==> config.mk <==
export PLATFORM = sky130hd
export DESIGN_NAME = cpu_write_decode_flat
export DESIGN_NICKNAME = d
export VERILOG_FILES = /design/src/mapper_pkg.sv /design/src/mapper_if.sv /design/src/cpu_write_decode.sv /design/src/flat_wrapper.sv
export SDC_FILE = /design/constraint.sdc
export NUM_CORES = 1
export LEC_CHECK = 0
export ABC_AREA = 1
export BUFFER_PORTS_ARGS = -buffer_cell sky130_fd_sc_hd__buf_2
export CAP_MARGIN = 40
export CORE_AREA = 2 2 39 41
export DETAILED_ROUTE_END_ITERATION = 8
export DIE_AREA = 0 0 41 43
export PLACE_DENSITY = 0.62
export SLEW_MARGIN = 20
export SYNTH_ARGS = -nofsm -noshare
export SYNTH_HDL_FRONTEND = slang
export SYNTH_SLANG_ARGS = --single-unit
==> constraint.sdc <==
create_clock -name vclk -period 1.5
set_input_delay 0.075 -clock vclk [all_inputs]
set_output_delay 0.075 -clock vclk [all_outputs]
set_load 0.05 [all_outputs]
==> src/mapper_pkg.sv <==
package mapper_pkg;

	localparam int PRG_BASE_W  = 13;	// Output address bits 26:14
	localparam int PRG_PAGE_W  = 6;	// 8K PRG page, bits 18:13
	localparam int CHR_PAGE_W  = 8;	// 1K CHR page, bits 17:10
	localparam int BANK_MASK_W = 5;	// PRG and CHR masks

	// Mapper ids as written to $5xx6
	typedef enum logic [4:0] {
		MAP_NROM  = 5'b00000,
		MAP_UXROM = 5'b00001,
		MAP_CNROM = 5'b00010,
		MAP_AXROM = 5'b01000,
		MAP_MMC3  = 5'b10100
	} mapper_e;

	// Destination of one decoded CPU write
	typedef enum logic [3:0] {
		CFG_BASE_HI,		// $5xx0, CFG slots follow A2:0
		CFG_BASE_LO,
		CFG_PRG_MASK,
		CFG_CHR_BANK,
		CFG_CHR_MASK,
		CFG_PRG_SRAM,
		CFG_MAPPER,
		CFG_MODE,		// $5xx7
		WR_SIMPLE_BANK,	// UxROM, CNROM, AxROM latch
		MMC3_SELECT,
		MMC3_DATA,
		MMC3_MIRROR,
		MMC3_IRQ_LATCH,
		MMC3_IRQ_RELOAD,
		MMC3_IRQ_OFF,
		MMC3_IRQ_ON
	} wr_target_e;

	typedef enum logic [1:0] {
		MIR_VERT  = 2'b00,	// CIRAM A10 from PPU A10
		MIR_HORZ  = 2'b01,	// From PPU A11
		MIR_ONE_A = 2'b10,	// One-screen, page 0
		MIR_ONE_B = 2'b11	// One-screen, page 1
	} mirror_e;

	localparam mapper_e MAPPER_RESET = MAP_NROM;	// Plain 32K after power-up
	localparam mirror_e MIRROR_RESET = MIR_VERT;

endpackage

==> src/mapper_if.sv <==
// Write command from the bus decoder to the register file
interface cpu_wr_if;
	import mapper_pkg::*;

	logic       valid;	// One write this m2 cycle
	wr_target_e target;
	logic [7:0] data;
	mapper_e    mapper;	// Current id, fed back to decode

	modport decode (output valid, output target, output data, input mapper);
	modport regs (input valid, input target, input data, output mapper);
endinterface


==> src/cpu_write_decode.sv <==
module cpu_write_decode #(
	parameter int USE_MMC3 = 1
) (
	input  logic        romsel,
	input  logic        cpu_rw_in,
	input  logic [14:0] cpu_addr_in,
	input  logic [7:0]  cpu_data_in,
	input  logic        lockout,
	cpu_wr_if.decode    wr
);
	import mapper_pkg::*;

	logic       hit;	// Cycle addresses a register
	wr_target_e target;

	always_comb
	begin
		hit = 1'b0;
		target = CFG_BASE_HI;
		if (romsel)	// $0000-$7FFF
		begin
			if (cpu_addr_in[14:12] == 3'b101 && !lockout)	// $5xxx, unlocked
			begin
				hit = 1'b1;
				target = wr_target_e'({1'b0, cpu_addr_in[2:0]});	// CFG slot by A2:0
			end
		end
		else	// $8000-$FFFF
		begin
			case (wr.mapper)
			MAP_UXROM, MAP_CNROM, MAP_AXROM:
			begin
				hit = 1'b1;
				target = WR_SIMPLE_BANK;	// Any address latches
			end
			MAP_MMC3:
			begin
				if (USE_MMC3 != 0)
				begin
					hit = 1'b1;
					case ({cpu_addr_in[14:13], cpu_addr_in[0]})
					3'b000: target = MMC3_SELECT;	// $8000 even
					3'b001: target = MMC3_DATA;	// $8001 odd
					3'b010: target = MMC3_MIRROR;	// $A000 even
					3'b100: target = MMC3_IRQ_LATCH;	// $C000 even
					3'b101: target = MMC3_IRQ_RELOAD;
					3'b110: target = MMC3_IRQ_OFF;	// $E000 even
					3'b111: target = MMC3_IRQ_ON;
					default: hit = 1'b0;	// $A001 RAM protect, not kept
					endcase
				end
			end
			default: ;	// NROM and unknown ids, no registers
			endcase
		end
	end

	assign wr.valid = hit && !cpu_rw_in;	// Writes only
	assign wr.target = target;
	assign wr.data = cpu_data_in;

	// Locked config space never yields a command
	always_comb
	begin
		a_valid_write: assert final (!wr.valid || (!cpu_rw_in && (!romsel || !lockout)))
			else $error("write command on a read or locked cycle");
	end

endmodule

==> src/flat_wrapper.sv <==
// flat-port wrapper written by rule: the top's interface ports become plain ports
module cpu_write_decode_flat import mapper_pkg::*;
#(
	parameter int USE_MMC3 = 1
)
  (romsel, cpu_rw_in, cpu_addr_in, cpu_data_in, lockout, wr_valid, wr_target, wr_data, wr_mapper);
  cpu_wr_if wr_i ();
  input  logic romsel;
  input  logic cpu_rw_in;
  input  logic [14:0] cpu_addr_in;
  input  logic [7:0] cpu_data_in;
  input  logic lockout;
  output wire logic [$bits(wr_i.valid)-1:0] wr_valid;
  output wire logic [$bits(wr_i.target)-1:0] wr_target;
  output wire logic [$bits(wr_i.data)-1:0] wr_data;
  input wire logic [$bits(wr_i.mapper)-1:0] wr_mapper;
  assign wr_valid = wr_i.valid;
  assign wr_target = wr_i.target;
  assign wr_data = wr_i.data;
  assign wr_i.mapper = wr_mapper;
  cpu_write_decode #(.USE_MMC3(USE_MMC3)) u_core (.romsel(romsel), .cpu_rw_in(cpu_rw_in), .cpu_addr_in(cpu_addr_in), .cpu_data_in(cpu_data_in), .lockout(lockout), .wr(wr_i));
endmodule
==> flow_metrics.env <==
export IMPL_run_status="completed"
export IMPL_detail_route_first_pass_iterations=4
export IMPL_mappedNetlistNets=78
export IMPL_final_setup_worst_slack_ns=0.479
export IMPL_die_h_microns=43
export IMPL_timing_critical_path_slowest_stage_cell="sky130_fd_sc_hd__buf_2"
export IMPL_core_area_sq_um=1380
export IMPL_finalSetupViolCount=0
export IMPL_place_congestion=0.604
export IMPL_min_period_over_period_pct=68.0
export IMPL_worst_hold_endpoint="wr_data[0]"
export IMPL_hold_worst_slack_ns=0.150
export IMPL_timing_max_cap_violations=0
export IMPL_postSynthAreaPerCell_sq_um=5.70
export IMPL_synth_top_cell_area_share_pct=22.4
export IMPL_wire_per_inst_microns=7.49
export IMPL_cells_after_synthesis=47
export IMPL_number_of_vias_per_cell=4.01
export IMPL_grt_max_degree=6
export IMPL_grt_first_pass_wirelength_microns=841
export IMPL_period_needed_ns=1.02
export IMPL_finalHoldViolations=0
export IMPL_post_cts_repair_setup_buffers=0
export IMPL_vias_in_the_first_global_route=242
export IMPL_syn_to_final_growth_pct=20.6
export IMPL_yosys_warnings=0
export IMPL_startpoint_class_of_the_critical_path="input port"
export IMPL_hpwlAfterDp_microns=515
export IMPL_finalNetCount=91
export IMPL_flops_and_latches=0
export IMPL_maxSlewHeadroom_pct=83.5
export IMPL_dp_cells=74
export IMPL_fill_cells=163
export IMPL_layout_area_seq_sq_um=0
export IMPL_die_w_microns=41
export IMPL_setup_repair_after_global_routing_missed_its_margin="false"
export IMPL_overflow=0
export IMPL_ys_top_cells_by_count="sky130_fd_sc_hd__nand2_1, sky130_fd_sc_hd__buf_4, sky130_fd_sc_hd__inv_1, sky130_fd_sc_hd__inv_2"
export IMPL_timing_fmax_mhz=980
export IMPL_detail_route_drc_violations=0
export IMPL_grt_antenna_before_repair=0
export IMPL_place_worst_setup_slack_ns=0.469
export IMPL_worstPathMaxFanout=3
export IMPL_wirelength_microns=554
export IMPL_crit_path_max_incr_delay_ns=0.26
export IMPL_io_pins=44
export IMPL_worst_hold_path_type="input port to output port"
export IMPL_ys_seq_area_share_pct=0
export IMPL_detailroute_via_count=297
export IMPL_timing_final_max_slew_violations=0
export IMPL_cts_hold_buf=0
export IMPL_power_per_cell_area_nw_per_um2=242
export IMPL_num_rows=14
export IMPL_worstMarginPinSlew_ns=0.249
export IMPL_port_buffer_count=19
export IMPL_worst_endpoint_required_ns=1.42
export IMPL_hold_path_cell_count=0
export IMPL_initial_utilization_pct=19.3
export IMPL_hold_path_startpoint="cpu_data_in[0]"
export IMPL_layout_cells_non_filler=74
export IMPL_worst_setup_path_end_kind="output port"
export IMPL_layout_drive_gt1_share_pct=53.4
export IMPL_post_synth_top_area_cell="sky130_fd_sc_hd__buf_4"
export IMPL_arrival_ns=0.95
export IMPL_peakVddDrop_uv=72.7
export IMPL_cts_resized_gates=0
export IMPL_antenna_diode_count=0
export IMPL_ant_nets=0
export IMPL_fp_dieArea_sq_um=1760
export IMPL_synth_top_cells_by_area="sky130_fd_sc_hd__buf_4, sky130_fd_sc_hd__nand2_1, sky130_fd_sc_hd__nand3_2, sky130_fd_sc_hd__inv_1, sky130_fd_sc_hd__inv_2"
export IMPL_finalSetupTns_ns=0
export IMPL_grt_use_total_pct=6.29
export IMPL_cellLeakagePower_nw=0.191
export IMPL_synth_lib_cells_used_distinct=16
export IMPL_worst_setup_path_type="input port to output port"
export IMPL_num_clock_buffers=0
export IMPL_netlist_area_sq_um=268
export IMPL_synth_most_common_cell="sky130_fd_sc_hd__nand2_1"
export IMPL_detailedRoute_firstIterationViolations=7
export IMPL_cp_cell_sequence="buf_2 -> inv_2 -> nand2_2 -> nor2_4 -> nand3_4 -> nand3_2 -> nand2_2 -> nor2_2 -> buf_2"
## cell type report
class                      count  area [sq um]  area share (%)
inverter                      10          37.5            11.6
multi-input combinational     29           170            52.7
tap                           16          20.0            6.20
timing repair buffer          19          95.1            29.5
## worst max path at each step
stage | from | to | slack [ns] | depth (start not counted)
2_1_floorplan | wr_mapper[1] | wr_target[3] | 0.27 | 5
3_3_place_gp | wr_mapper[1] | wr_valid | 0.48 | 9
3_5_place_dp | wr_mapper[1] | wr_valid | 0.47 | 9
4_1_cts | wr_mapper[1] | wr_valid | 0.47 | 9
5_1_grt | wr_mapper[4] | wr_valid | 0.36 | 9
6_report | wr_mapper[1] | wr_valid | 0.48 | 9
## report_power, final
| part | switching (W) | internal [W] |
|---|---|---|
| Combinational | 0.0000483 | 0.0000298 |
| Sequential | 0 | 0 |
| Clock | 0 | 0 |
## kinds of logic after synthesis
logic type	count (synthesis)	synth area share, %
AO/OA/AOI/OAI	5	10.7
buffers and inverters	18	36.5
AND/OR/NAND/NOR	24	52.8
## critical path, delay by kind of cell
family / cells / cell delay, ns
buffers and inverters: 3 / 0.42
and+or+nand+nor: 6 / 0.45
## placed cells by master, fill, tap and decap left out
cell type,n
sky130_fd_sc_hd__nand3_2,2
sky130_fd_sc_hd__nor2_2,1
sky130_fd_sc_hd__nand3_4,1
sky130_fd_sc_hd__inv_1,5
sky130_fd_sc_hd__o21ai_1,1
sky130_fd_sc_hd__buf_2,19
sky130_fd_sc_hd__nor2_1,2
sky130_fd_sc_hd__inv_2,5
sky130_fd_sc_hd__nand2_1,10
sky130_fd_sc_hd__nand3b_1,1
sky130_fd_sc_hd__nand3_1,3
sky130_fd_sc_hd__o22ai_1,3
sky130_fd_sc_hd__nand2_2,2
sky130_fd_sc_hd__a21oi_1,1
sky130_fd_sc_hd__nor2_4,1
sky130_fd_sc_hd__nand4_1,1
## metal layers
layer  wire, microns  global-route usage, %
met5               0                      0
met4               0                   1.33
met3              77                      0
met2             274                   11.9
met1             203                   7.28
## metrics by stage
stage | total power (W) | area, sq um | util (%)
floorplan | 0.000104 | 268 | -
global placement | 0.0000781 | 323 | 23.3
detailed placement | 0.0000791 | 323 | 23.3
CTS | 0.0000795 | 323 | 23.3
global route | 0.0000874 | 323 | 23.3
finish | 0.0000781 | 323 | 23.3
Note: power is estimated with default switching activity, not from simulation.
