===== src/mapper_pkg.sv =====
package mapper_pkg;

	localparam int PRG_BASE_W  = 13;	// Output address bits 26:14
	localparam int PRG_PAGE_W  = 6;	// 8K PRG page, bits 18:13
	localparam int CHR_PAGE_W  = 8;	// 1K CHR page, bits 17:10
	localparam int BANK_MASK_W = 5;	// PRG and CHR masks

	// Mapper ids as written to $5xx6
	typedef enum logic [4:0] {
		MAP_NROM  = 5'b00000,
		MAP_UXROM = 5'b00001,
		MAP_CNROM = 5'b00010,
		MAP_AXROM = 5'b01000,
		MAP_MMC3  = 5'b10100
	} mapper_e;

	// Destination of one decoded CPU write
	typedef enum logic [3:0] {
		CFG_BASE_HI,		// $5xx0, CFG slots follow A2:0
		CFG_BASE_LO,
		CFG_PRG_MASK,
		CFG_CHR_BANK,
		CFG_CHR_MASK,
		CFG_PRG_SRAM,
		CFG_MAPPER,
		CFG_MODE,		// $5xx7
		WR_SIMPLE_BANK,	// UxROM, CNROM, AxROM latch
		MMC3_SELECT,
		MMC3_DATA,
		MMC3_MIRROR,
		MMC3_IRQ_LATCH,
		MMC3_IRQ_RELOAD,
		MMC3_IRQ_OFF,
		MMC3_IRQ_ON
	} wr_target_e;

	typedef enum logic [1:0] {
		MIR_VERT  = 2'b00,	// CIRAM A10 from PPU A10
		MIR_HORZ  = 2'b01,	// From PPU A11
		MIR_ONE_A = 2'b10,	// One-screen, page 0
		MIR_ONE_B = 2'b11	// One-screen, page 1
	} mirror_e;

	localparam mapper_e MAPPER_RESET = MAP_NROM;	// Plain 32K after power-up
	localparam mirror_e MIRROR_RESET = MIR_VERT;

endpackage


===== src/mapper_if.sv =====


// Register state seen by the address translation
interface bank_state_if;
	import mapper_pkg::*;

	logic [PRG_BASE_W-1:0]  prg_base;	// Base for A26:14
	logic [BANK_MASK_W-1:0] prg_mask;
	logic [BANK_MASK_W-1:0] chr_mask;
	logic [1:0]             sram_page;
	mapper_e                mapper;
	mirror_e                mirroring;
	logic                   sram_enabled;
	logic                   prg_write_enabled;
	logic                   chr_write_enabled;
	logic [7:0]             r0;		// Simple CHR bank
	logic [7:0]             r1;		// Simple PRG bank
	logic [7:0]             r6;		// MMC3 PRG bank 0
	logic [7:0]             r7;		// MMC3 PRG bank 1
	logic [5:0][7:0]        chr_bank;	// MMC3 CHR banks 0-5
	logic                   prg_mode;	// MMC3 $8000/$C000 swap
	logic                   chr_mode;	// MMC3 A12 inversion

	modport regs (output prg_base, prg_mask, chr_mask, sram_page, mapper, mirroring,
		sram_enabled, prg_write_enabled, chr_write_enabled, r0, r1, r6, r7, chr_bank,
		prg_mode, chr_mode);
	modport translate (input prg_base, prg_mask, chr_mask, sram_page, mapper, mirroring,
		sram_enabled, prg_write_enabled, chr_write_enabled, r0, r1, r6, r7, chr_bank,
		prg_mode, chr_mode);
endinterface


===== src/addr_translate.sv =====
module addr_translate #(
	parameter int USE_MMC3 = 1
) (
	input  logic         m2,
	input  logic         romsel,
	input  logic         cpu_rw_in,
	input  logic [14:0]  cpu_addr_in,
	input  logic         ppu_rd_in,
	input  logic         ppu_wr_in,
	input  logic [13:0]  ppu_addr,
	bank_state_if.translate st,
	output logic [26:13] cpu_addr_out,
	output logic         flash_we,
	output logic         flash_oe,
	output logic         sram_ce,
	output logic         sram_we,
	output logic         sram_oe,
	output logic [17:10] ppu_addr_out,
	output logic         ppu_rd_out,
	output logic         ppu_wr_out,
	output logic         ppu_ciram_a10
);
	import mapper_pkg::*;

	logic                  mmc3_on;	// MMC3 id and built in
	logic [PRG_PAGE_W-1:0] prg_page;	// A18:13 before base
	logic [CHR_PAGE_W-1:0] chr_page;	// A17:10 before mask
	logic [2:0]            chr_sel;	// 1K bank index

	assign mmc3_on = (USE_MMC3 != 0) && (st.mapper == MAP_MMC3);
	assign chr_sel = {1'b0, ppu_addr[11:10]} + 3'd2;	// Banks 2-5

	always_comb
	begin
		if (mmc3_on)
		begin
			case ({cpu_addr_in[14:13], st.prg_mode})
			3'b000, 3'b101: prg_page = st.r6[5:0];
			3'b001, 3'b100: prg_page = 6'b111110;	// Second to last
			3'b010, 3'b011: prg_page = st.r7[5:0];
			default: prg_page = 6'b111111;	// $E000 fixed last
			endcase
		end
		else if (st.mapper == MAP_AXROM)
			prg_page = {st.r1[3:0], cpu_addr_in[14:13]};	// 32K
		else
			prg_page = {(cpu_addr_in[14] ? 5'b11111 : st.r1[4:0]), cpu_addr_in[13]};	// 16K+fixed
	end

	always_comb
	begin
		if (!mmc3_on)
			chr_page = {st.r0[4:0], ppu_addr[12:10]};	// 8K
		else if (ppu_addr[12] == st.chr_mode)	// 2K half
			chr_page = ppu_addr[11] ? {st.chr_bank[1][7:1], ppu_addr[10]}
				: {st.chr_bank[0][7:1], ppu_addr[10]};
		else
			chr_page = st.chr_bank[chr_sel];	// 1K half
	end

	assign cpu_addr_out = !romsel
		? {st.prg_base | {{(PRG_BASE_W - BANK_MASK_W){1'b0}},
			prg_page[PRG_PAGE_W-1:1] & ~st.prg_mask}, prg_page[0]}
		: {12'd0, st.sram_page};	// SRAM page for $6000
	assign ppu_addr_out = {chr_page[7:3] & ~st.chr_mask, chr_page[2:0]};

	assign flash_we = cpu_rw_in | romsel | ~st.prg_write_enabled;
	assign flash_oe = ~cpu_rw_in | romsel;
	assign sram_ce = ~(cpu_addr_in[14] & cpu_addr_in[13] & m2 & romsel & st.sram_enabled);
	assign sram_we = cpu_rw_in;
	assign sram_oe = ~cpu_rw_in;
	assign ppu_rd_out = ppu_rd_in | ppu_addr[13];	// CHR below $2000 only
	assign ppu_wr_out = ppu_wr_in | ppu_addr[13] | ~st.chr_write_enabled;

	always_comb
	begin
		case (st.mirroring)
		MIR_VERT: ppu_ciram_a10 = ppu_addr[10];
		MIR_HORZ: ppu_ciram_a10 = ppu_addr[11];
		MIR_ONE_A: ppu_ciram_a10 = 1'b0;
		default: ppu_ciram_a10 = 1'b1;	// MIR_ONE_B
		endcase
	end

endmodule


===== src/flat_wrapper.sv =====
// flat-port wrapper written by rule: the top's interface ports become plain ports
module addr_translate_flat import mapper_pkg::*;
#(
	parameter int USE_MMC3 = 1
)
  (m2, romsel, cpu_rw_in, cpu_addr_in, ppu_rd_in, ppu_wr_in, ppu_addr, cpu_addr_out, flash_we, flash_oe, sram_ce, sram_we, sram_oe, ppu_addr_out, ppu_rd_out, ppu_wr_out, ppu_ciram_a10, st_prg_base, st_prg_mask, st_chr_mask, st_sram_page, st_mapper, st_mirroring, st_sram_enabled, st_prg_write_enabled, st_chr_write_enabled, st_r0, st_r1, st_r6, st_r7, st_chr_bank, st_prg_mode, st_chr_mode);
  bank_state_if st_i ();
  input  logic m2;
  input  logic romsel;
  input  logic cpu_rw_in;
  input  logic [14:0] cpu_addr_in;
  input  logic ppu_rd_in;
  input  logic ppu_wr_in;
  input  logic [13:0] ppu_addr;
  output logic [26:13] cpu_addr_out;
  output logic flash_we;
  output logic flash_oe;
  output logic sram_ce;
  output logic sram_we;
  output logic sram_oe;
  output logic [17:10] ppu_addr_out;
  output logic ppu_rd_out;
  output logic ppu_wr_out;
  output logic ppu_ciram_a10;
  input wire logic [$bits(st_i.prg_base)-1:0] st_prg_base;
  input wire logic [$bits(st_i.prg_mask)-1:0] st_prg_mask;
  input wire logic [$bits(st_i.chr_mask)-1:0] st_chr_mask;
  input wire logic [$bits(st_i.sram_page)-1:0] st_sram_page;
  input wire logic [$bits(st_i.mapper)-1:0] st_mapper;
  input wire logic [$bits(st_i.mirroring)-1:0] st_mirroring;
  input wire logic [$bits(st_i.sram_enabled)-1:0] st_sram_enabled;
  input wire logic [$bits(st_i.prg_write_enabled)-1:0] st_prg_write_enabled;
  input wire logic [$bits(st_i.chr_write_enabled)-1:0] st_chr_write_enabled;
  input wire logic [$bits(st_i.r0)-1:0] st_r0;
  input wire logic [$bits(st_i.r1)-1:0] st_r1;
  input wire logic [$bits(st_i.r6)-1:0] st_r6;
  input wire logic [$bits(st_i.r7)-1:0] st_r7;
  input wire logic [$bits(st_i.chr_bank)-1:0] st_chr_bank;
  input wire logic [$bits(st_i.prg_mode)-1:0] st_prg_mode;
  input wire logic [$bits(st_i.chr_mode)-1:0] st_chr_mode;
  assign st_i.prg_base = st_prg_base;
  assign st_i.prg_mask = st_prg_mask;
  assign st_i.chr_mask = st_chr_mask;
  assign st_i.sram_page = st_sram_page;
  assign st_i.mapper = st_mapper;
  assign st_i.mirroring = st_mirroring;
  assign st_i.sram_enabled = st_sram_enabled;
  assign st_i.prg_write_enabled = st_prg_write_enabled;
  assign st_i.chr_write_enabled = st_chr_write_enabled;
  assign st_i.r0 = st_r0;
  assign st_i.r1 = st_r1;
  assign st_i.r6 = st_r6;
  assign st_i.r7 = st_r7;
  assign st_i.chr_bank = st_chr_bank;
  assign st_i.prg_mode = st_prg_mode;
  assign st_i.chr_mode = st_chr_mode;
  addr_translate #(.USE_MMC3(USE_MMC3)) u_core (.m2(m2), .romsel(romsel), .cpu_rw_in(cpu_rw_in), .cpu_addr_in(cpu_addr_in), .ppu_rd_in(ppu_rd_in), .ppu_wr_in(ppu_wr_in), .ppu_addr(ppu_addr), .st(st_i), .cpu_addr_out(cpu_addr_out), .flash_we(flash_we), .flash_oe(flash_oe), .sram_ce(sram_ce), .sram_we(sram_we), .sram_oe(sram_oe), .ppu_addr_out(ppu_addr_out), .ppu_rd_out(ppu_rd_out), .ppu_wr_out(ppu_wr_out), .ppu_ciram_a10(ppu_ciram_a10));
endmodule

===== config.mk =====
export PLATFORM = sky130hd
export DESIGN_NAME = addr_translate_flat
export DESIGN_NICKNAME = d
export VERILOG_FILES = /design/src/mapper_pkg.sv /design/src/mapper_if.sv /design/src/addr_translate.sv /design/src/flat_wrapper.sv
export SDC_FILE = /design/constraint.sdc
export NUM_CORES = 1
export LEC_CHECK = 0
export BUFFER_PORTS_ARGS = -buffer_cell sky130_fd_sc_hd__clkbuf_2
export CAP_MARGIN = 20
export CORE_AREA = 2 2 70 72
export DETAILED_ROUTE_END_ITERATION = 16
export DIE_AREA = 0 0 72 74
export PLACE_DENSITY_LB_ADDON = 0.1
export SYNTH_ARGS = -nofsm -noshare
export SYNTH_HDL_FRONTEND = slang
export SYNTH_SLANG_ARGS = --single-unit

===== constraint.sdc =====
create_clock -name vclk -period 4.2
set_input_delay 0.84 -clock vclk [all_inputs]
set_output_delay 0.84 -clock vclk [all_outputs]
set_load 0.005 [all_outputs]

==> impl_metrics.yaml, run 1 <==
place:
  portBuffers: 146
  dp_hpwl_um: 3530
  place_inst: 334
  dp_worst_setup_slack_ns: 0.963
  placed_area_um2: 1740
  gp_congestion: 0.784
drt:
  ant_nets: 0
  routed_wl_um: 4170
  wl_per_cell_um: 12.5
  vias: 1617
  drc: 0
  drtIter0Drc: 44
  dr.pass1.iters: 4
  vias_per_cell: 4.84
synthesis:
  yosysWarnings: 0
  synthTopCellsByArea: "mux4_2 (16%), a21oi_1 (7.1%), mux2i_1 (7.1%)"
  synth_area_leader_cell: "mux4_2"
  netlist.area_leader.share: 0.159
  avgSynthCellArea_um2: 6.89
  syn-cell-area_um2: 992
  synth_cell_types: 38
  synth_fp_nets: 295
  yosysSeqAreaShare: 0
  syn_inst: 144
hold_path:
  hp-class: "primary input to output port"
  min_from: "st_chr_mask[1]"
floorplanning:
  die_area_um2: 5330
  ios: 181
  fp-row-count: 25
  start_util: 0.216
  die_h_um: 74
  coreArea_um2: 4600
  chipWidth_um: 72
timing:
  tightest_slew_ns: 0.468
  fin_ws_ns: 1.01
  final-hold-violation-count: 0
  worst_hold_slack_ns: 1.88
  finalSetupTns_ns: 0
  slew_viol_final: 0
  post-route-period-util: 0.760
  setup_violations: 0
  clock.fmax_mhz: 313
  rsz0062_at_grt: "false"
  fin_crit_ns: 3.19
  slew_headroom: 0.688
global_route:
  grt_pass1_vias: 1493
  track_usage: 0.148
  grt_first_pass_wirelength_um: 6520
  grt_max_degree: 24
  antenna_found_initial: 0
  grt_overflow: 0
cells_and_area:
  final_common_cell: "clkbuf_2"
  final_cell_mix: "clkbuf_2 (146), nand2_1 (16), a21oi_1 (14)"
  nClkBuffers: 0
  area_delta_synth_final_pct: 75.4
  finalNonFillerCells: 334
  design.seq.count: 0
  diodes: 0
  fin_nets: 433
  drive_gt1_frac: 0.575
  finish.utilization: 0.379
  regArea_um2: 0
  final_area_um2: 1740
power:
  ir_drop_uv: 37.2
  p_total_uw: 149
  p_per_area_nw_per_um2: 85.7
  p_leak_nw: 0.961
setup_path:
  crit_arrival_ns: 2.35
  crit_fanout: 9
  startpoint_type: "primary input"
  worstSetupPathType: "primary input to output port"
  critical-path-top-delay-family: "simple AND/OR/NAND/NOR gates"
  slowest_stage: "o41ai_1"
  slowest_delay_ns: 0.47
  crit_chain: "clkbuf_2, nor4b_4, nand2_1, o41ai_1, clkbuf_2"
  endpoint_kind: "output port"
  worstPathRequired_ns: 3.36
  cpMostUsedCell: "clkbuf_2"
  crit_start: "st_mapper[1]"
  cp_num_buf_inv: 2
run:
  maxCapViolCount: 0
outcome:
  status: "complete, no violations"
clock_network:
  cts_hold_buf: 0
  postCtsSetupBuffers: 0
  ctsResizeCount: 0
-- report_power, final --
group | switching, mW | internal (mW)
sequential | 0 | 0
clock | 0 | 0
combinational | 0.0642 | 0.0849
-- worst paths after layout --
path,to,slack [ns],cells past startpoint
worst min-delay path,ppu_addr_out[14],1.88,3
worst max-delay path,ppu_addr_out[10],1.01,5
-- worst min-delay path, stage by stage --
cell      delay (ns)
clkbuf_2        0.07
a21oi_1         0.03
clkbuf_2        0.10
-- synth_stat cells, drive strengths merged, types with 2 or more instances --
| library cell | number |
|---|---|
| a21oi | 14 |
| a31oi | 2 |
| and3 | 2 |
| buf | 8 |
| clkbuf | 4 |
| inv | 10 |
| mux2 | 2 |
| mux2i | 7 |
| mux4 | 7 |
| nand2 | 16 |
| nand2b | 5 |
| nand3 | 4 |
| nand3b | 2 |
| nand4 | 2 |
| nand4b | 2 |
| nor2 | 13 |
| nor2b | 8 |
| nor3 | 4 |
| nor4 | 4 |
| o211ai | 5 |
| o21ai | 3 |
| o221ai | 4 |
| o31ai | 2 |
| o32ai | 4 |
| o41ai | 2 |
-- cell families after synthesis --
| kind of cell | synth area share |
|---|---|
| AND/OR/NAND/NOR | 0.376 |
| AO/OA/AOI/OAI | 0.260 |
| buffers and inverters | 0.103 |
| multiplexers | 0.252 |
| XOR/XNOR | 0.00883 |
-- layer usage --
metal  routed length [um]  vias to the layer above  GRT usage
met5                    0                        -          0
li1                     -                      820          -
met2                 2140                       90      0.294
met3                  422                        2     0.0190
met1                 1590                      705      0.179
met4                   19                        0    0.00629
-- layout make-up --
type,instances,area [um2]
Fill cell,527,2860
Inverter,10,37.5
Multi-Input combinational cell,122,890
Tap cell,54,67.6
Timing Repair Buffer,148,746
(Power assumes the default switching activity.)
==> run 2: changes to the inputs <==
clock period = 3 ns   (was 4.2 ns; I/O delays follow)
==> run 2 against run 1 <==
Compared with the run above:
- wire length down 3.5%
- combinational power rose by 40%
- final cell count is the same
- via count decreased by 2.7%
- largest power group unchanged
- first-iteration DRC count stayed put
- largest cell class unchanged
- sequential share of layout area is the same
- worst hold slack lost 0.48 ns
- clock-buffer cell count did not move
- total power rose by 40%
==> impl_metrics.yaml, run 2 (synthesis gave the netlist of run 1 again) <==
outcome:
  status: "complete, no violations"
global_route:
  track_usage: 0.140
  grt_first_pass_wirelength_um: 6240
  grt_max_degree: 24
  grt_overflow: 0
  antenna_found_initial: 0
  grt_pass1_vias: 1486
hold_path:
  min_from: "st_chr_mask[1]"
  min_to: "ppu_addr_out[14]"
  hold_depth: 3
  hp-class: "primary input to output port"
power:
  p_total_uw: 208
  ir_drop_uv: 47.8
  p_per_area_nw_per_um2: 120
  p_leak_nw: 0.961
floorplanning:
  ios: 181
  fp-row-count: 25
  die_area_um2: 5330
  start_util: 0.216
  coreArea_um2: 4600
  chipWidth_um: 72
  die_h_um: 74
clock_network:
  cts_hold_buf: 0
  ctsResizeCount: 0
  postCtsSetupBuffers: 0
place:
  gp_congestion: 0.782
  placed_area_um2: 1740
  portBuffers: 146
  dp_hpwl_um: 3500
drt:
  routed_wl_um: 4020
  drtIter0Drc: 44
  drc: 0
  vias: 1574
  ant_nets: 0
  wl_per_cell_um: 12.0
  dr.pass1.iters: 4
  vias_per_cell: 4.71
cells_and_area:
  final_cell_mix: "clkbuf_2 (146), nand2_1 (16), a21oi_1 (14)"
  nFillCells: 527
  design.seq.count: 0
  finish.utilization: 0.379
  nClkBuffers: 0
  diodes: 0
  final_area_um2: 1740
  area_delta_synth_final_pct: 75.4
  regArea_um2: 0
  drive_gt1_frac: 0.575
  final_common_cell: "clkbuf_2"
  fin_nets: 433
setup_path:
  worstSetupPathType: "primary input to output port"
  crit_chain: "clkbuf_2, nor4b_4, nand2_1, o41ai_1, clkbuf_2"
  endpoint_kind: "output port"
  worstPathRequired_ns: 2.40
  crit_start: "st_mapper[1]"
  slowest_stage: "o41ai_1"
  crit_arrival_ns: 2.05
  cpMostUsedCell: "clkbuf_2"
  crit_fanout: 9
  slowest_delay_ns: 0.43
  startpoint_type: "primary input"
timing:
  tightest_slew_ns: 0.474
  final-hold-violation-count: 0
  slew_viol_final: 0
  post-route-period-util: 0.882
  slew_headroom: 0.684
  clock.fmax_mhz: 378
  rsz0062_at_grt: "false"
  setup_violations: 0
  finalSetupTns_ns: 0
  worst_hold_slack_ns: 1.40
  fin_crit_ns: 2.65
run:
  maxCapViolCount: 0
## run 2: cell counts in the layout (fill, tap and decap cells not counted)
Identical to the previous run, type by type.
## run 2: worst max-delay path: cells and delay by family
family	cells	cell delay, ns
compound gates	1	0.43
simple gates	2	0.73
buf+inv	2	0.29
## run 2: report_power, final
group	switching, mW	internal [mW]
clock network	0	0
registers	0	0
logic	0.0895	0.119
## run 2: area by class of cell
type / count / area (um2) / area share
multi-input cells: 122 / 890 / 0.511
repair buffers: 148 / 746 / 0.428
well taps: 54 / 67.6 / 0.0388
inverters: 10 / 37.5 / 0.0216
## run 2: how the worst max path moves through the flow
| stage | to | slack, ns | depth (start not counted) |
|---|---|---|---|
| floorplan | ppu_addr_out[12] | 0.73 | 5 |
| global placement | ppu_addr_out[10] | 0.31 | 5 |
| detailed placement | ppu_addr_out[10] | 0.29 | 5 |
| CTS | ppu_addr_out[10] | 0.29 | 5 |
| global route | ppu_addr_out[10] | 0.18 | 5 |
| finish | ppu_addr_out[10] | 0.35 | 5 |
## run 2: routing by layer
layer | vias to the layer above | global-route usage | share of wire
li1 | 816 | - | -
met1 | 670 | 0.163 | 0.40
met2 | 84 | 0.283 | 0.50
met3 | 4 | 0.0163 | 0.092
met4 | 0 | 0.0147 | 0.011
met5 | - | 0 | 0
## run 2: per-stage QoR
step / setup slack, ns / std cells
3_3_place_gp: 0.307 / 334
3_5_place_dp: 0.291 / 334
2_1_floorplan: 0.733 / 144
5_1_grt: 0.180 / 334
6_report: 0.354 / 334
4_1_cts: 0.287 / 334
==> run 3: changes to the inputs <==
CELL_PAD_IN_SITES_DETAIL_PLACEMENT = 1   (was not set)
CELL_PAD_IN_SITES_GLOBAL_PLACEMENT = 1   (was not set)
CORE_AREA = not set   (was 2 2 70 72)
CORE_UTILIZATION = 15   (was not set)
DIE_AREA = not set   (was 0 0 72 74)
SLEW_MARGIN = 20   (was not set)
==> run 3 against run 2 <==
Compared with the run above:
- global-route usage shrank 0.50 points
- critical path type unchanged
- utilization shrank 10 points
- largest cell class unchanged
- worst hold slack gained 0.0029 ns
==> impl_metrics.yaml, run 3 (synthesis gave the netlist of run 1 again) <==
timing:
  setup_violations: 0
  post-route-period-util: 0.893
  tightest_slew_ns: 0.494
  clock.fmax_mhz: 373
  slew_viol_final: 0
  slew_headroom: 0.671
  worst_hold_slack_ns: 1.40
  finalSetupTns_ns: 0
  rsz0062_at_grt: "false"
  final-hold-violation-count: 0
  fin_crit_ns: 2.68
clock_network:
  postCtsSetupBuffers: 0
  cts_hold_buf: 0
  ctsResizeCount: 0
power:
  comb_power_share: 1.000
  pwr-share-clk: 0
  swShare: 0.442
  power_switching_uw: 94.2
  p_per_area_nw_per_um2: 120
  ir_drop_uv: 40.2
  power.internal_uw: 119
  seq_power_share: 0
  p_leak_nw: 0.961
setup_path:
  cp.depth: 7
  cpMostUsedCell: "clkbuf_2"
  crit_arrival_ns: 2.08
  critical-path-top-delay-family: "simple AND/OR/NAND/NOR gates"
  worstSetupPathType: "primary input to output port"
  startpoint_type: "primary input"
  cp_num_buf_inv: 3
  slowest_delay_ns: 0.41
  crit_fanout: 8
  slowest_stage: "nor4b_4"
  worstPathRequired_ns: 2.40
  endpoint_kind: "output port"
  crit_chain: "clkbuf_2, nor4b_4, and2_1, buf_4, o211ai_1, a21oi_1, clkbuf_2"
outcome:
  status: "complete, no violations"
drt:
  wl_per_cell_um: 13.5
  routed_wl_um: 4810
  drtIter0Drc: 21
  dr.pass1.iters: 4
  vias_per_cell: 4.54
  ant_nets: 0
  drc: 0
  vias: 1622
global_route:
  track_usage: 0.135
  grt_max_degree: 24
  grt_pass1_vias: 1693
  antenna_found_initial: 0
  grt_first_pass_wirelength_um: 7960
  grt_overflow: 0
place:
  place_inst: 357
  dp_hpwl_um: 4230
  gp_congestion: 0.712
  portBuffers: 146
cells_and_area:
  fin_nets: 433
  nClkBuffers: 0
  final_common_cell: "clkbuf_2"
  final_cell_mix: "clkbuf_2 (146), nand2_1 (16), a21oi_1 (14)"
  nFillCells: 835
  area_delta_synth_final_pct: 78.3
  regArea_um2: 0
  drive_gt1_frac: 0.575
  design.seq.count: 0
  finalNonFillerCells: 357
  diodes: 0
floorplanning:
  chipWidth_um: 83.3
  die_h_um: 83.3
  start_util: 0.156
  coreArea_um2: 6350
  die_area_um2: 6940
  ios: 181
  fp-row-count: 29
hold_path:
  hold_depth: 3
  hp-class: "primary input to output port"
run:
  maxCapViolCount: 0
## run 3: cell counts in the layout (fill, tap and decap cells not counted)
No cell type changed its count.
## run 3: per-stage QoR
| stage | power, mW | instance area, um2 | utilization | setup slack, ns |
|---|---|---|---|---|
| 2_1_floorplan | 0.0982 | 992 | - | 0.733 |
| 3_3_place_gp | 0.215 | 1770 | 0.279 | 0.298 |
| 3_5_place_dp | 0.217 | 1770 | 0.279 | 0.285 |
| 4_1_cts | 0.218 | 1770 | 0.279 | 0.280 |
| 5_1_grt | 0.239 | 1770 | 0.279 | 0.142 |
| 6_report | 0.213 | 1770 | 0.279 | 0.322 |
## run 3: path summary, 6_finish.rpt
| path | end | slack, ns | startpoint |
|---|---|---|---|
| max | ppu_addr_out[14] | 0.32 | st_mapper[1] |
| min | ppu_addr_out[15] | 1.40 | st_chr_mask[2] |
## run 3: power groups by stage
stage                     clock network, mW  registers, mW  logic, mW
after detailed placement                  0              0      0.217
final                                     0              0      0.213
after CTS                                 0              0      0.218
after floorplan                           0              0     0.0982
after global placement                    0              0      0.215
after global routing                      0              0      0.239
## run 3: area by class of cell
cell class,instances,area [um2],area share
Tap cell,77,96.3,0.0545
Multi-Input combinational cell,122,890,0.503
Inverter,10,37.5,0.0212
Timing Repair Buffer,148,746,0.421
## run 3: routing by layer
layer / vias up / GRT usage / part of all wire
li1: 820 / - / -
met1: 727 / 0.162 / 0.39
met2: 75 / 0.266 / 0.53
met3: 0 / 0.0209 / 0.081
met4: 0 / 0 / 0
met5: - / 0 / 0
