File: src/mapper_pkg.sv
package mapper_pkg;

	localparam int PRG_BASE_W  = 13;	// Output address bits 26:14
	localparam int PRG_PAGE_W  = 6;	// 8K PRG page, bits 18:13
	localparam int CHR_PAGE_W  = 8;	// 1K CHR page, bits 17:10
	localparam int BANK_MASK_W = 5;	// PRG and CHR masks

	// Mapper ids as written to $5xx6
	typedef enum logic [4:0] {
		MAP_NROM  = 5'b00000,
		MAP_UXROM = 5'b00001,
		MAP_CNROM = 5'b00010,
		MAP_AXROM = 5'b01000,
		MAP_MMC3  = 5'b10100
	} mapper_e;

	// Destination of one decoded CPU write
	typedef enum logic [3:0] {
		CFG_BASE_HI,		// $5xx0, CFG slots follow A2:0
		CFG_BASE_LO,
		CFG_PRG_MASK,
		CFG_CHR_BANK,
		CFG_CHR_MASK,
		CFG_PRG_SRAM,
		CFG_MAPPER,
		CFG_MODE,		// $5xx7
		WR_SIMPLE_BANK,	// UxROM, CNROM, AxROM latch
		MMC3_SELECT,
		MMC3_DATA,
		MMC3_MIRROR,
		MMC3_IRQ_LATCH,
		MMC3_IRQ_RELOAD,
		MMC3_IRQ_OFF,
		MMC3_IRQ_ON
	} wr_target_e;

	typedef enum logic [1:0] {
		MIR_VERT  = 2'b00,	// CIRAM A10 from PPU A10
		MIR_HORZ  = 2'b01,	// From PPU A11
		MIR_ONE_A = 2'b10,	// One-screen, page 0
		MIR_ONE_B = 2'b11	// One-screen, page 1
	} mirror_e;

	localparam mapper_e MAPPER_RESET = MAP_NROM;	// Plain 32K after power-up
	localparam mirror_e MIRROR_RESET = MIR_VERT;

endpackage

File: src/mapper_if.sv
// Write command from the bus decoder to the register file
interface cpu_wr_if;
	import mapper_pkg::*;

	logic       valid;	// One write this m2 cycle
	wr_target_e target;
	logic [7:0] data;
	mapper_e    mapper;	// Current id, fed back to decode

	modport decode (output valid, output target, output data, input mapper);
	modport regs (input valid, input target, input data, output mapper);
endinterface

// Register state seen by the address translation
interface bank_state_if;
	import mapper_pkg::*;

	logic [PRG_BASE_W-1:0]  prg_base;	// Base for A26:14
	logic [BANK_MASK_W-1:0] prg_mask;
	logic [BANK_MASK_W-1:0] chr_mask;
	logic [1:0]             sram_page;
	mapper_e                mapper;
	mirror_e                mirroring;
	logic                   sram_enabled;
	logic                   prg_write_enabled;
	logic                   chr_write_enabled;
	logic [7:0]             r0;		// Simple CHR bank
	logic [7:0]             r1;		// Simple PRG bank
	logic [7:0]             r6;		// MMC3 PRG bank 0
	logic [7:0]             r7;		// MMC3 PRG bank 1
	logic [5:0][7:0]        chr_bank;	// MMC3 CHR banks 0-5
	logic                   prg_mode;	// MMC3 $8000/$C000 swap
	logic                   chr_mode;	// MMC3 A12 inversion

	modport regs (output prg_base, prg_mask, chr_mask, sram_page, mapper, mirroring,
		sram_enabled, prg_write_enabled, chr_write_enabled, r0, r1, r6, r7, chr_bank,
		prg_mode, chr_mode);
	modport translate (input prg_base, prg_mask, chr_mask, sram_page, mapper, mirroring,
		sram_enabled, prg_write_enabled, chr_write_enabled, r0, r1, r6, r7, chr_bank,
		prg_mode, chr_mode);
endinterface

File: src/bank_regs.sv
module bank_regs (
	input  logic       m2,
	input  logic       ppu_addr_in,	// Async reset
	cpu_wr_if.regs     wr,
	bank_state_if.regs st,
	output logic       lockout,
	output logic [7:0] irq_latch,
	output logic       irq_reload,	// One m2 cycle
	output logic       irq_enable
);
	import mapper_pkg::*;

	logic [2:0] mmc3_index;	// Target of MMC3_DATA

	assign wr.mapper = st.mapper;	// Decode follows current id

	always_ff @(posedge m2 or posedge ppu_addr_in)
	begin
		if (ppu_addr_in)
		begin
			st.prg_base <= '0;
			st.prg_mask <= '0;
			st.chr_mask <= '0;
			st.sram_page <= '0;
			st.mapper <= MAPPER_RESET;
			st.mirroring <= MIRROR_RESET;
			st.sram_enabled <= 1'b0;
			st.prg_write_enabled <= 1'b0;
			st.chr_write_enabled <= 1'b0;
			st.r0 <= '0;
			st.r1 <= '0;
			st.r6 <= '0;
			st.r7 <= '0;
			st.chr_bank <= '0;
			st.prg_mode <= 1'b0;
			st.chr_mode <= 1'b0;
			mmc3_index <= '0;
			lockout <= 1'b0;
			irq_latch <= '0;
			irq_reload <= 1'b0;
			irq_enable <= 1'b0;
		end
		else
		begin
			irq_reload <= 1'b0;	// Strobe default
			if (wr.valid)
			begin
				case (wr.target)
				CFG_BASE_HI: st.prg_base[12:8] <= wr.data[4:0];	// A26:22
				CFG_BASE_LO: st.prg_base[7:0] <= wr.data;	// A21:14
				CFG_PRG_MASK: st.prg_mask <= wr.data[4:0];
				CFG_CHR_BANK: st.r0 <= wr.data;
				CFG_CHR_MASK: st.chr_mask <= wr.data[4:0];
				CFG_PRG_SRAM:
				begin
					st.r1[5:0] <= wr.data[7:2];
					st.sram_page <= wr.data[1:0];
				end
				CFG_MAPPER: st.mapper <= mapper_e'(wr.data[4:0]);	// Bits 7:5 ignored
				CFG_MODE:
				begin
					lockout <= wr.data[7];	// Sticky until reset
					st.mirroring <= mirror_e'(wr.data[4:3]);
					st.prg_write_enabled <= wr.data[2];
					st.chr_write_enabled <= wr.data[1];
					st.sram_enabled <= wr.data[0];
				end
				WR_SIMPLE_BANK:
				begin
					case (st.mapper)
					MAP_UXROM: st.r1 <= wr.data;	// 16K at $8000
					MAP_CNROM: st.r0 <= wr.data;	// 8K CHR
					MAP_AXROM:
					begin
						st.r1[4:0] <= wr.data[4:0];	// 32K PRG
						st.mirroring <= mirror_e'({1'b1, wr.data[4]});	// One-screen
					end
					default: ;
					endcase
				end
				MMC3_SELECT:
				begin
					mmc3_index <= wr.data[2:0];
					st.prg_mode <= wr.data[6];
					st.chr_mode <= wr.data[7];
				end
				MMC3_DATA:
				begin
					case (mmc3_index)
					3'd6: st.r6 <= wr.data;
					3'd7: st.r7 <= wr.data;
					default: st.chr_bank[mmc3_index] <= wr.data;	// R0-R5
					endcase
				end
				MMC3_MIRROR: st.mirroring <= mirror_e'({1'b0, wr.data[0]});	// V or H
				MMC3_IRQ_LATCH: irq_latch <= wr.data;
				MMC3_IRQ_RELOAD: irq_reload <= 1'b1;
				MMC3_IRQ_OFF: irq_enable <= 1'b0;	// Also acks
				MMC3_IRQ_ON: irq_enable <= 1'b1;
				default: ;
				endcase
			end
		end
	end

	// Decoder must drop $5xx6 once locked
	a_lockout_mapper: assert property (@(posedge m2) disable iff (ppu_addr_in)
		lockout |=> $stable(st.mapper))
		else $error("mapper id changed under lockout");

endmodule

File: src/flat_wrapper.sv
// flat-port wrapper written by rule: the top's interface ports become plain ports
module bank_regs_flat import mapper_pkg::*;
  (m2, ppu_addr_in, lockout, irq_latch, irq_reload, irq_enable, wr_valid, wr_target, wr_data, wr_mapper, st_prg_base, st_prg_mask, st_chr_mask, st_sram_page, st_mapper, st_mirroring, st_sram_enabled, st_prg_write_enabled, st_chr_write_enabled, st_r0, st_r1, st_r6, st_r7, st_chr_bank, st_prg_mode, st_chr_mode);
  cpu_wr_if wr_i ();
  bank_state_if st_i ();
  input  logic m2;
  input  logic ppu_addr_in;
  output logic lockout;
  output logic [7:0] irq_latch;
  output logic irq_reload;
  output logic irq_enable;
  input wire logic [$bits(wr_i.valid)-1:0] wr_valid;
  input wire logic [$bits(wr_i.target)-1:0] wr_target;
  input wire logic [$bits(wr_i.data)-1:0] wr_data;
  output wire logic [$bits(wr_i.mapper)-1:0] wr_mapper;
  output wire logic [$bits(st_i.prg_base)-1:0] st_prg_base;
  output wire logic [$bits(st_i.prg_mask)-1:0] st_prg_mask;
  output wire logic [$bits(st_i.chr_mask)-1:0] st_chr_mask;
  output wire logic [$bits(st_i.sram_page)-1:0] st_sram_page;
  output wire logic [$bits(st_i.mapper)-1:0] st_mapper;
  output wire logic [$bits(st_i.mirroring)-1:0] st_mirroring;
  output wire logic [$bits(st_i.sram_enabled)-1:0] st_sram_enabled;
  output wire logic [$bits(st_i.prg_write_enabled)-1:0] st_prg_write_enabled;
  output wire logic [$bits(st_i.chr_write_enabled)-1:0] st_chr_write_enabled;
  output wire logic [$bits(st_i.r0)-1:0] st_r0;
  output wire logic [$bits(st_i.r1)-1:0] st_r1;
  output wire logic [$bits(st_i.r6)-1:0] st_r6;
  output wire logic [$bits(st_i.r7)-1:0] st_r7;
  output wire logic [$bits(st_i.chr_bank)-1:0] st_chr_bank;
  output wire logic [$bits(st_i.prg_mode)-1:0] st_prg_mode;
  output wire logic [$bits(st_i.chr_mode)-1:0] st_chr_mode;
  assign wr_i.valid = wr_valid;
  assign wr_i.target = wr_target;
  assign wr_i.data = wr_data;
  assign wr_mapper = wr_i.mapper;
  assign st_prg_base = st_i.prg_base;
  assign st_prg_mask = st_i.prg_mask;
  assign st_chr_mask = st_i.chr_mask;
  assign st_sram_page = st_i.sram_page;
  assign st_mapper = st_i.mapper;
  assign st_mirroring = st_i.mirroring;
  assign st_sram_enabled = st_i.sram_enabled;
  assign st_prg_write_enabled = st_i.prg_write_enabled;
  assign st_chr_write_enabled = st_i.chr_write_enabled;
  assign st_r0 = st_i.r0;
  assign st_r1 = st_i.r1;
  assign st_r6 = st_i.r6;
  assign st_r7 = st_i.r7;
  assign st_chr_bank = st_i.chr_bank;
  assign st_prg_mode = st_i.prg_mode;
  assign st_chr_mode = st_i.chr_mode;
  bank_regs u_core (.m2(m2), .ppu_addr_in(ppu_addr_in), .wr(wr_i), .st(st_i), .lockout(lockout), .irq_latch(irq_latch), .irq_reload(irq_reload), .irq_enable(irq_enable));
endmodule
File: config.mk
export PLATFORM = sky130hd
export DESIGN_NAME = bank_regs_flat
export DESIGN_NICKNAME = d
export VERILOG_FILES = /design/src/mapper_pkg.sv /design/src/mapper_if.sv /design/src/bank_regs.sv /design/src/flat_wrapper.sv
export SDC_FILE = /design/constraint.sdc
export NUM_CORES = 1
export LEC_CHECK = 0
export BUFFER_PORTS_ARGS = -buffer_cell sky130_fd_sc_hd__buf_2
export CAP_MARGIN = 30
export CORE_MARGIN = 2
export CORE_UTILIZATION = 52
export CTS_CLUSTER_DIAMETER = 60
export DETAILED_ROUTE_END_ITERATION = 8
export GPL_TIMING_DRIVEN = 0
export HOLD_SLACK_MARGIN = 0.08
export PLACE_DENSITY_LB_ADDON = 0.3
export SLEW_MARGIN = 20
export SYNTH_ARGS = -nofsm -noshare
export SYNTH_HDL_FRONTEND = slang
export SYNTH_SLANG_ARGS = --single-unit
export TNS_END_PERCENT = 100
File: constraint.sdc
create_clock -name m2 -period 4.6 [get_ports m2]
set_input_delay 0.46 -clock m2 [delete_from_list [all_inputs] [get_ports m2]]
set_output_delay 0.46 -clock m2 [all_outputs]
set_load 0.05 [all_outputs]
==> results.ini, run 1 <==
[sta]
hold_viol_final=0
rsz0062_at_grt=no
timing.hold.ws_ns=0.255
fin_crit_ns=2.17
slew_viol_final=0
fmax_ghz=0.461
fin_skew_ns=0.00678
finalCritPeriodShare_pct=47.2
maxSlewHeadroom_pct=49.7
worst_slew_pin_slew_ns=0.750
setup_violations=0
setup_tns_ns=0

[setup_path]
slowest_delay_ns=0.53
cpMaxStageDelayCell=or4b_1
rr_worst_depth=4
cp.depth=4
path_delay_family=simple AND/OR/NAND/NOR gates
path_max_fanout=8
critical_path_class=flop to flop
cp-start-kind=flop
cp_data_required_time_ns=4.99
worstPathArrival_ns=2.56
worstPathCellList=or4b_1 > o21ai_0 > nand4b_1 > mux2_2
cp_num_buf_inv=0
end_kind=flop

[placement]
place_hpwl_um=8670
port-buffer-count=144
routabilityCongestion=0.808
dp.cells=643

[cts]
postCtsSetupRepairBufs=0
cts_buffer_depth=2
cts_tree=yes
cts_root_buffer=clkbuf_8
clock_sinks=131
cts.reportedPaths.clkPinSlew_ns=0.05
htreeDepth=4
numCtsBuffers=17
clkLatencyLatePin_ns=0.51

[floorplan]
die_w_um=106
dieArea_um2=11100
core-area_um2=10200
ioPinCount=148
row_count=37
die_h_um=106
initial_utilization_pct=52.6

[min_path]
worstHoldPathType=primary input to flop
min_delay_path_depth=2

[global_routing]
grt_antenna_before_repair=0
overflow=0
grt_max_degree=74
grt_usage_pct=23.5
grt_pass1_vias=3603
grt_first_pass_wirelength_um=19700

[drt]
routedWlPerCell_um=18.8
dr.first_iter.drc_count=148
antenna_left=0
routed_via_density=5.36
wl_um=12700
num_vias=3610
drc_errors=0
first_pass_iters=4

[cells_and_area]
drive_above_1_share_pct=58.5
fin_cells=673
diodes=0
area_growth_pct=27.0
nets=542

[synthesis]
avgSynthCellArea_um2=14.8
synthFlopType=dfrtp_1
synth_area_leaders=dfrtp_1 61%, mux2_2 26%, clkbuf_1 1.1%, nand3b_1 0.98%, buf_4 0.84%
synth-edff-count=0
syn-cell-area_um2=5360
synth.distinct_cells=39
async_flop_share_pct=100
synth_top_cell_by_area=dfrtp_1
synth-seq-cells=131
synthAdderAreaFrac_pct=0
synth_nets=377
yosysWarnings=0
synth_xor_xnor_area_share_pct=0.327
synth_compound_area_share_pct=3.32
yosys.area.top_type_share_pct=61.2
yosysSeqAreaShare_pct=61.2
synthMuxAreaShare_pct=26.1
yosys.area_share.simple_pct=6.58
syn_inst=362
synth_top_family_by_area=multiplexers

[power_and_ir_drop]
ir_worst_vdd_v=0.000385
p_leak_uw=0.00348
fin_total_pwr_uw=4050
power.density_nw_per_um2=595

[run]
maxCapViolations=0

[status]
status=complete, no violations

[cell usage after synthesis (2+ instances only)]
master,count
nor2b_1,4
clkbuf_1,15
buf_1,3
mux2_2,124
nand2_1,9
nor2_1,6
inv_1,2
o21ai_0,3
a21oi_1,3
nor3b_4,2
nand3b_1,7
a2bb2oi_1,5
xor2_1,2
o22ai_1,5
nor3_1,4
nand3_1,5
dfrtp_1,131
o22a_1,2
buf_4,6
nand4_1,3
a22o_1,3
[per-layer routing]
layer  share of wire [%]  track usage, %
met1                  42            30.2
met2                  51            38.3
met3                 6.1            6.31
met4                 1.4            8.93
met5                   0               0
[through the flow]
step           area [um^2]  worst slack [ns]  utilization, %
2_1_floorplan         5360             0.642               -
3_3_place_gp          6250            -0.588            61.4
3_5_place_dp          6280              2.29            61.7
4_1_cts               6810              2.45            66.8
5_1_grt               6810              2.36            66.8
6_report              6810              2.43            66.8
[state kept, by name, summed over array words and instances (netlist names)]
name,cells
u_core.st.chr_bank,48
u_core.st.mapper,5
u_core.st.chr_mask,5
u_core.st.mirroring,2
u_core.st.chr_write_enabled,1
u_core.irq_latch,8
u_core.lockout,1
u_core.st.r1,8
u_core.st.r6,8
u_core.st.prg_write_enabled,1
u_core.st.chr_mode,1
u_core.st.r7,8
u_core.st.prg_base,13
u_core.st.r0,8
u_core.irq_reload,1
u_core.mmc3_index,3
u_core.st.prg_mask,5
u_core.st.prg_mode,1
u_core.irq_enable,1
u_core.st.sram_page,2
u_core.st.sram_enabled,1
[worst reg2reg max path, stage by stage, from the launching register on]
cell	delay [ns]
dfrtp_1	0.44
or4b_1	0.53
o21ai_0	0.20
nand4b_1	0.44
mux2_2	0.44
[where the power goes]
group,internal [uW],leakage [uW],switching [uW],total [uW]
clock network,728,0.000260,444,1170
logic,351,0.00153,1040,1390
registers,1370,0.00169,120,1490
total,2450,0.00348,1600,4050
[cell usage in the layout, fill, tap and decap left out, drive strengths merged, types with 2 or more instances in the layout]
cell type / count
a21oi: 4
nand2: 9
nand2b: 2
o21ai: 3
nand3b: 7
nand4: 3
nor2b: 4
clkinv: 6
a2bb2oi: 5
nor3b: 3
buf: 156
a22o: 3
nand3: 5
nor2: 7
clkbuf: 37
o22ai: 5
nor3: 6
dfrtp: 131
mux2: 124
o22a: 2
xor2: 2
inv: 2
[kinds of logic (layout without fill, tap and decap cells)]
group / count (synthesis) / count (layout)
AO/OA/AOI/OAI: 24 / 24
multiplexers: 124 / 124
AND/OR/NAND/NOR: 53 / 53
flip-flops: 131 / 131
XOR/XNOR: 2 / 2
buffers and inverters: 28 / 203
[cell type report]
type                       count  area (um^2)
buffer                        26          129
clock inverter                 7         60.1
inverter                       2         12.5
clock buffer                  22          453
multi-input combinational    203         1940
timing repair buffer         146          758
fill                         811         3380
tap                          136          170
sequential                   131         3280
[timing repair]
item	4_1_cts	5_1_grt
hold buffers	1	0
endpoints found under the hold margin	58	0
resized for setup	0	0
[final timing paths]
| check | start | end | slack [ns] |
|---|---|---|---|
| max in group asynchronous | ppu_addr_in | u_core.st.chr_bank[24] | 3.31 |
| hold / removal | wr_data[5] | u_core.st.r6[5] | 0.26 |
| setup reg to reg | u_core.st.mapper[0] | u_core.st.r0[2] | 2.43 |
| hold reg to reg | u_core.st.prg_mask[1] | u_core.st.prg_mask[1] | 0.50 |
| setup / recovery | u_core.st.mapper[0] | u_core.st.r0[2] | 2.43 |
| min in group asynchronous | ppu_addr_in | u_core.st.chr_bank[21] | 0.56 |
No activity file was read; power rests on OpenSTA's default activity.
==> run 2: changes to the inputs <==
CORE_UTILIZATION = 47   (was 52)
clock period = 1.9 ns   (was 4.6 ns; I/O delays follow)
==> run 2 against run 1 <==
  * Clock power grew to 3.1 times the previous value
  * Power increased to 2.6 times the previous value
  * First-iteration DRC count down 7.4%
  * Non-clock buffer count up 7
  * Cell area grew 4.0%
  * Die area up 10%
  * Fmax increased by 19%
  * Combinational power up 140%
  * Core utilization is 2.4 points lower
  * Critical path type unchanged
  * Largest power group is now clock
==> results.ini, run 2 (synthesis gave the netlist of run 1 again) <==
[setup_path]
end_kind=flop
crit_start=u_core.st.mapper[3]
critical_path_class=flop to flop
r2r_start=u_core.st.mapper[3]
worstPathArrival_ns=2.10
path_max_fanout=8
cp_data_required_time_ns=2.18
cp-start-kind=flop

[min_path]
holdCritStartpoint=wr_data[5]
worstHoldPathType=primary input to flop

[cts]
clock_sinks=131
cts.reportedPaths.clkPinSlew_ns=0.06
cts_tree=yes
cts_root_buffer=clkbuf_16
cts_buffer_depth=2
numCtsBuffers=17
htreeDepth=4
clkLatencyLatePin_ns=0.40

[drt]
wl_um=13100
antenna_left=0
routedWlPerCell_um=19.1
num_vias=3605
first_pass_iters=4
dr.first_iter.drc_count=137
drc_errors=0
routed_via_density=5.25

[floorplan]
row_count=38
die_h_um=111
core-area_um2=11000
dieArea_um2=12300
ioPinCount=148
initial_utilization_pct=48.8
die_w_um=111

[power_and_ir_drop]
p_seq_share_pct=33.8
p_leak_uw=0.00359
p_comb_share_pct=31.8
p_int_uw=6710
p_sw_uw=3950
sw_frac_of_total_pct=37.1
power.density_nw_per_um2=1510
ir_worst_vdd_v=0.000813
clkPwrFrac_pct=34.4

[cells_and_area]
utilization_pct=64.5
final_common_cell=buf_2
reg_top3=u_core.st.chr_bank x48, u_core.st.prg_base x13
nets=549
diodes=0
top_register=u_core.st.chr_bank
fin_cells=687
area_growth_pct=32.1
fillCellCount=857
layout_common_cells=145 x buf_2, 127 x dfrtp_1, 124 x mux2_2
largest_reg_flops=48
drive_above_1_share_pct=60.1

[sta]
maxSlewHeadroom_pct=50.0
slew_viol_final=0
setup_tns_ns=0
fmax_ghz=0.549
rsz0062_at_grt=no
worst_slew_pin_slew_ns=0.750
fin_crit_ns=1.82
fin_ws_ns=0.0792
hold_viol_final=0
finalCritPeriodShare_pct=95.8
timing.hold.ws_ns=0.103
fin_skew_ns=0.00596
setup_violations=0

[global_routing]
grt_usage_pct=22.0
grt_pass1_vias=3740
overflow=0
grt_max_degree=36
grt_first_pass_wirelength_um=20800
grt_antenna_before_repair=0

[placement]
place_hpwl_um=9060
pre_cts_slack_ns=-0.251
routabilityCongestion=0.877
dp.cells=650
port-buffer-count=144

[run]
maxCapViolations=0

[status]
status=complete, no violations

## run 2: changes by cell type in the layout (fill, tap and decap cells not counted)
cell	delta
buf_16	-1
buf_12	+6
inv_6	-1
dfrtp_2	+4
o21ai_0	-1
bufinv_16	+5
clkbuf_8	-1
clkinvlp_4	+2
clkinv_2	-3
clkbuf_16	+1
buf_4	+2
o21ai_2	+1
dfrtp_1	-4
## run 2: final cells by class
cell class                      instances  area [um^2]  share of cell area (%)
Sequential cell                       131         3280                    46.4
Buffer                                 26          129                    1.82
Multi-Input combinational cell        203         1950                    27.5
Clock inverter                         10          203                    2.86
Tap cell                              140          175                    2.47
Clock buffer                           22          464                    6.56
Timing Repair Buffer                  153          866                    12.2
Inverter                                2         11.3                   0.159
## run 2: timing repair
item | CTS | global route
gates resized for setup | 0 | 2
setup buffers | 2 | 2
hold endpoints to repair | 68 | 0
hold buffers | 1 | 0
pin swaps | 2 | 2
endpoints found under the setup margin | 14 | 29
## run 2: power by group through the flow
stage | Combinational, uW | Clock [uW] | Sequential (uW)
floorplan | 793 | 0 | 5420
global placement | 3350 | 0 | 3610
detailed placement | 3410 | 0 | 3650
CTS | 3420 | 3710 | 3610
global route | 3520 | 3850 | 3670
finish | 3390 | 3660 | 3600
## run 2: per-stage QoR
stage / area, um^2 / total power, uW
2_1_floorplan: 5370 / 6210
3_3_place_gp: 6260 / 6950
3_5_place_dp: 6340 / 7050
4_1_cts: 7050 / 10700
5_1_grt: 7080 / 11000
6_report: 7080 / 10700
## run 2: path summary, 6_finish.rpt
check | to | slack [ns] | cells after the start
max reg2reg | u_core.st.r0[5] | 0.08 | 5
min in group asynchronous | u_core.st.prg_mask[4] | 0.26 | 3
min reg2reg | u_core.st.chr_bank[27] | 0.50 | 1
max | u_core.st.r0[5] | 0.08 | 5
max in group asynchronous | u_core.st.chr_bank[8] | 0.96 | 5
min | u_core.st.r6[5] | 0.10 | 2
## run 2: per-layer routing
layer,track usage [%],share of wire (%),up-vias
li1,-,-,1639
met1,26.9,41,1838
met2,38.1,52,116
met3,6.34,5.7,12
met4,6.17,1.2,0
met5,0,0,-
## run 2: critical path: stages, from the launching register on
cell	delay (ns)
dfrtp_2	0.46
or4b_1	0.52
o21ai_2	0.14
nand4b_1	0.10
buf_4	0.19
mux2_2	0.28
==> run 3: changes to the inputs <==
CORE_UTILIZATION = 55   (was 47)
GPL_TIMING_DRIVEN = unset   (was 0)
clock period = 2.3 ns   (was 1.9 ns; I/O delays follow)
==> run 3 against run 2 <==
  * Clock-buffer cell count fell by 1
  * Critical path depth did not move
  * Sequential power fell by 16%
  * Cell count fell by 4.7%
  * Clock skew fell by 0.00067 ns
  * Core utilization rose by 7.2 points
  * Fmax fell by 8.8%
  * Via count fell by 0.83%
  * Cell area fell by 2.9%
  * Critical endpoint is now u_core.st.r0[4]
==> results.ini, run 3 (synthesis gave the netlist of run 1 again) <==
[status]
status=complete, no violations

[drt]
dr.first_iter.drc_count=138
wl_um=12700
drc_errors=0
antenna_left=0
num_vias=3575
routedWlPerCell_um=19.4
routed_via_density=5.46
first_pass_iters=4

[placement]
dp.cells=622
dpl_cell_area_um2=6190
routabilityCongestion=0.905
port-buffer-count=147
place_hpwl_um=8210

[min_path]
holdCritStartpoint=wr_target[2]
hold_path_end=u_core.irq_reload
min_delay_path_depth=3
worstHoldPathType=primary input to flop

[setup_path]
worstPathCellList=or4b_1 > o21ai_0 > nand4b_1 > buf_4 > mux2_2
worstPathArrival_ns=2.38
r2r_slack_ns=0.30
cpMaxStageDelayCell=or4b_1
path_max_fanout=8
critical_path_class=flop to flop
rr_worst_depth=5
cp_data_required_time_ns=2.69
slowest_delay_ns=0.53
r2r_start=u_core.st.mapper[0]
end_kind=flop
cp-start-kind=flop
r2r-end=u_core.st.r0[4]

[cts]
clkLatencyLatePin_ns=0.50
postCtsSetupRepairBufs=0
cts_root_buffer=clkbuf_8
cts_hold_buffers=1
cts.reportedPaths.clkPinSlew_ns=0.06
cts.repair.resized=0
clock_sinks=131
cts_buffer_depth=2
cts_tree=yes
numCtsBuffers=17
htreeDepth=4

[global_routing]
grt_max_degree=83
grt_first_pass_wirelength_um=19600
overflow=0
grt_usage_pct=25.4
grt_pass1_vias=3549
grt_antenna_before_repair=0

[power_and_ir_drop]
p_leak_uw=0.00352
power.density_nw_per_um2=1280
ir_worst_vdd_v=0.000632

[cells_and_area]
fillCellCount=672
fin_cells=655
final_area_um2=6870
top_register=u_core.st.chr_bank
largest_reg_flops=48
area_growth_pct=28.3
layout_common_cells=147 x buf_2, 131 x dfrtp_1, 124 x mux2_2
drive_above_1_share_pct=60.7
diodes=0
reg_top3=u_core.st.chr_bank x48, u_core.st.prg_base x13
nets=524
final_common_cell=buf_2

[sta]
timing.hold.ws_ns=0.114
fmax_ghz=0.501
finalCritPeriodShare_pct=86.8
rsz0062_at_grt=no
worst_slew_pin_slew_ns=0.647
fin_crit_ns=2.00
hold_viol_final=0
setup_violations=0
maxSlewHeadroom_pct=56.6
slew_viol_final=0
setup_tns_ns=0
fin_skew_ns=0.00529

[floorplan]
core-area_um2=9590
dieArea_um2=10500
ioPinCount=148
row_count=36
initial_utilization_pct=55.9
die_w_um=103
die_h_um=103

[run]
maxCapViolations=0

-- run 3: critical path, delay by kind of cell (launching register included) --
kind / cells / cell delay, ns
flops: 1 / 0.44
buf+inv: 1 / 0.20
simple gates: 2 / 0.67
compound gates: 1 / 0.29
mux: 1 / 0.28
-- run 3: how the worst max path moves through the flow --
| stage | startpoint | end | cells past startpoint |
|---|---|---|---|
| global placement | wr_target[0] | u_core.st.chr_bank[33] | 5 |
| CTS | u_core.st.mapper[0] | u_core.st.r0[4] | 5 |
| finish | u_core.st.mapper[0] | u_core.st.r0[4] | 5 |
| detailed placement | wr_target[2] | u_core.st.chr_bank[19] | 5 |
| global route | u_core.st.mapper[0] | u_core.st.r0[1] | 5 |
| floorplan | u_core.st.mapper[0] | u_core.st.r0[0] | 4 |
-- run 3: metrics by stage --
step | setup WS, ns | power (uW) | utilization (%)
after global routing | 0.258 | 9090 | 71.6
final | 0.303 | 8780 | 71.6
after global placement | 0.243 | 5700 | 64.6
after floorplan | 0.236 | 5130 | -
after CTS | 0.298 | 8840 | 71.6
after detailed placement | 0.183 | 5760 | 64.6
-- run 3: metal layers --
layer | GRT usage [%] | part of all wire [%]
met5 | 0 | 0
met4 | 9.33 | 1.7
met3 | 7.53 | 6.3
met2 | 40.9 | 50
met1 | 32.8 | 42
-- run 3: layout make-up --
cell class | instances | area [um^2] | area share [%]
inverters | 2 | 11.3 | 0.164
clock inverters | 11 | 230 | 3.35
well taps | 133 | 166 | 2.42
flip-flops and latches | 131 | 3280 | 47.7
clock buffers | 21 | 439 | 6.39
repair buffers | 154 | 803 | 11.7
multi-input cells | 203 | 1940 | 28.3
-- run 3: power breakdown --
group / switching [uW] / internal, uW / total [uW]
clock: 936 / 2110 / 3050
sequential: 278 / 2740 / 3010
combinational: 2050 / 672 / 2720
total: 3260 / 5520 / 8780
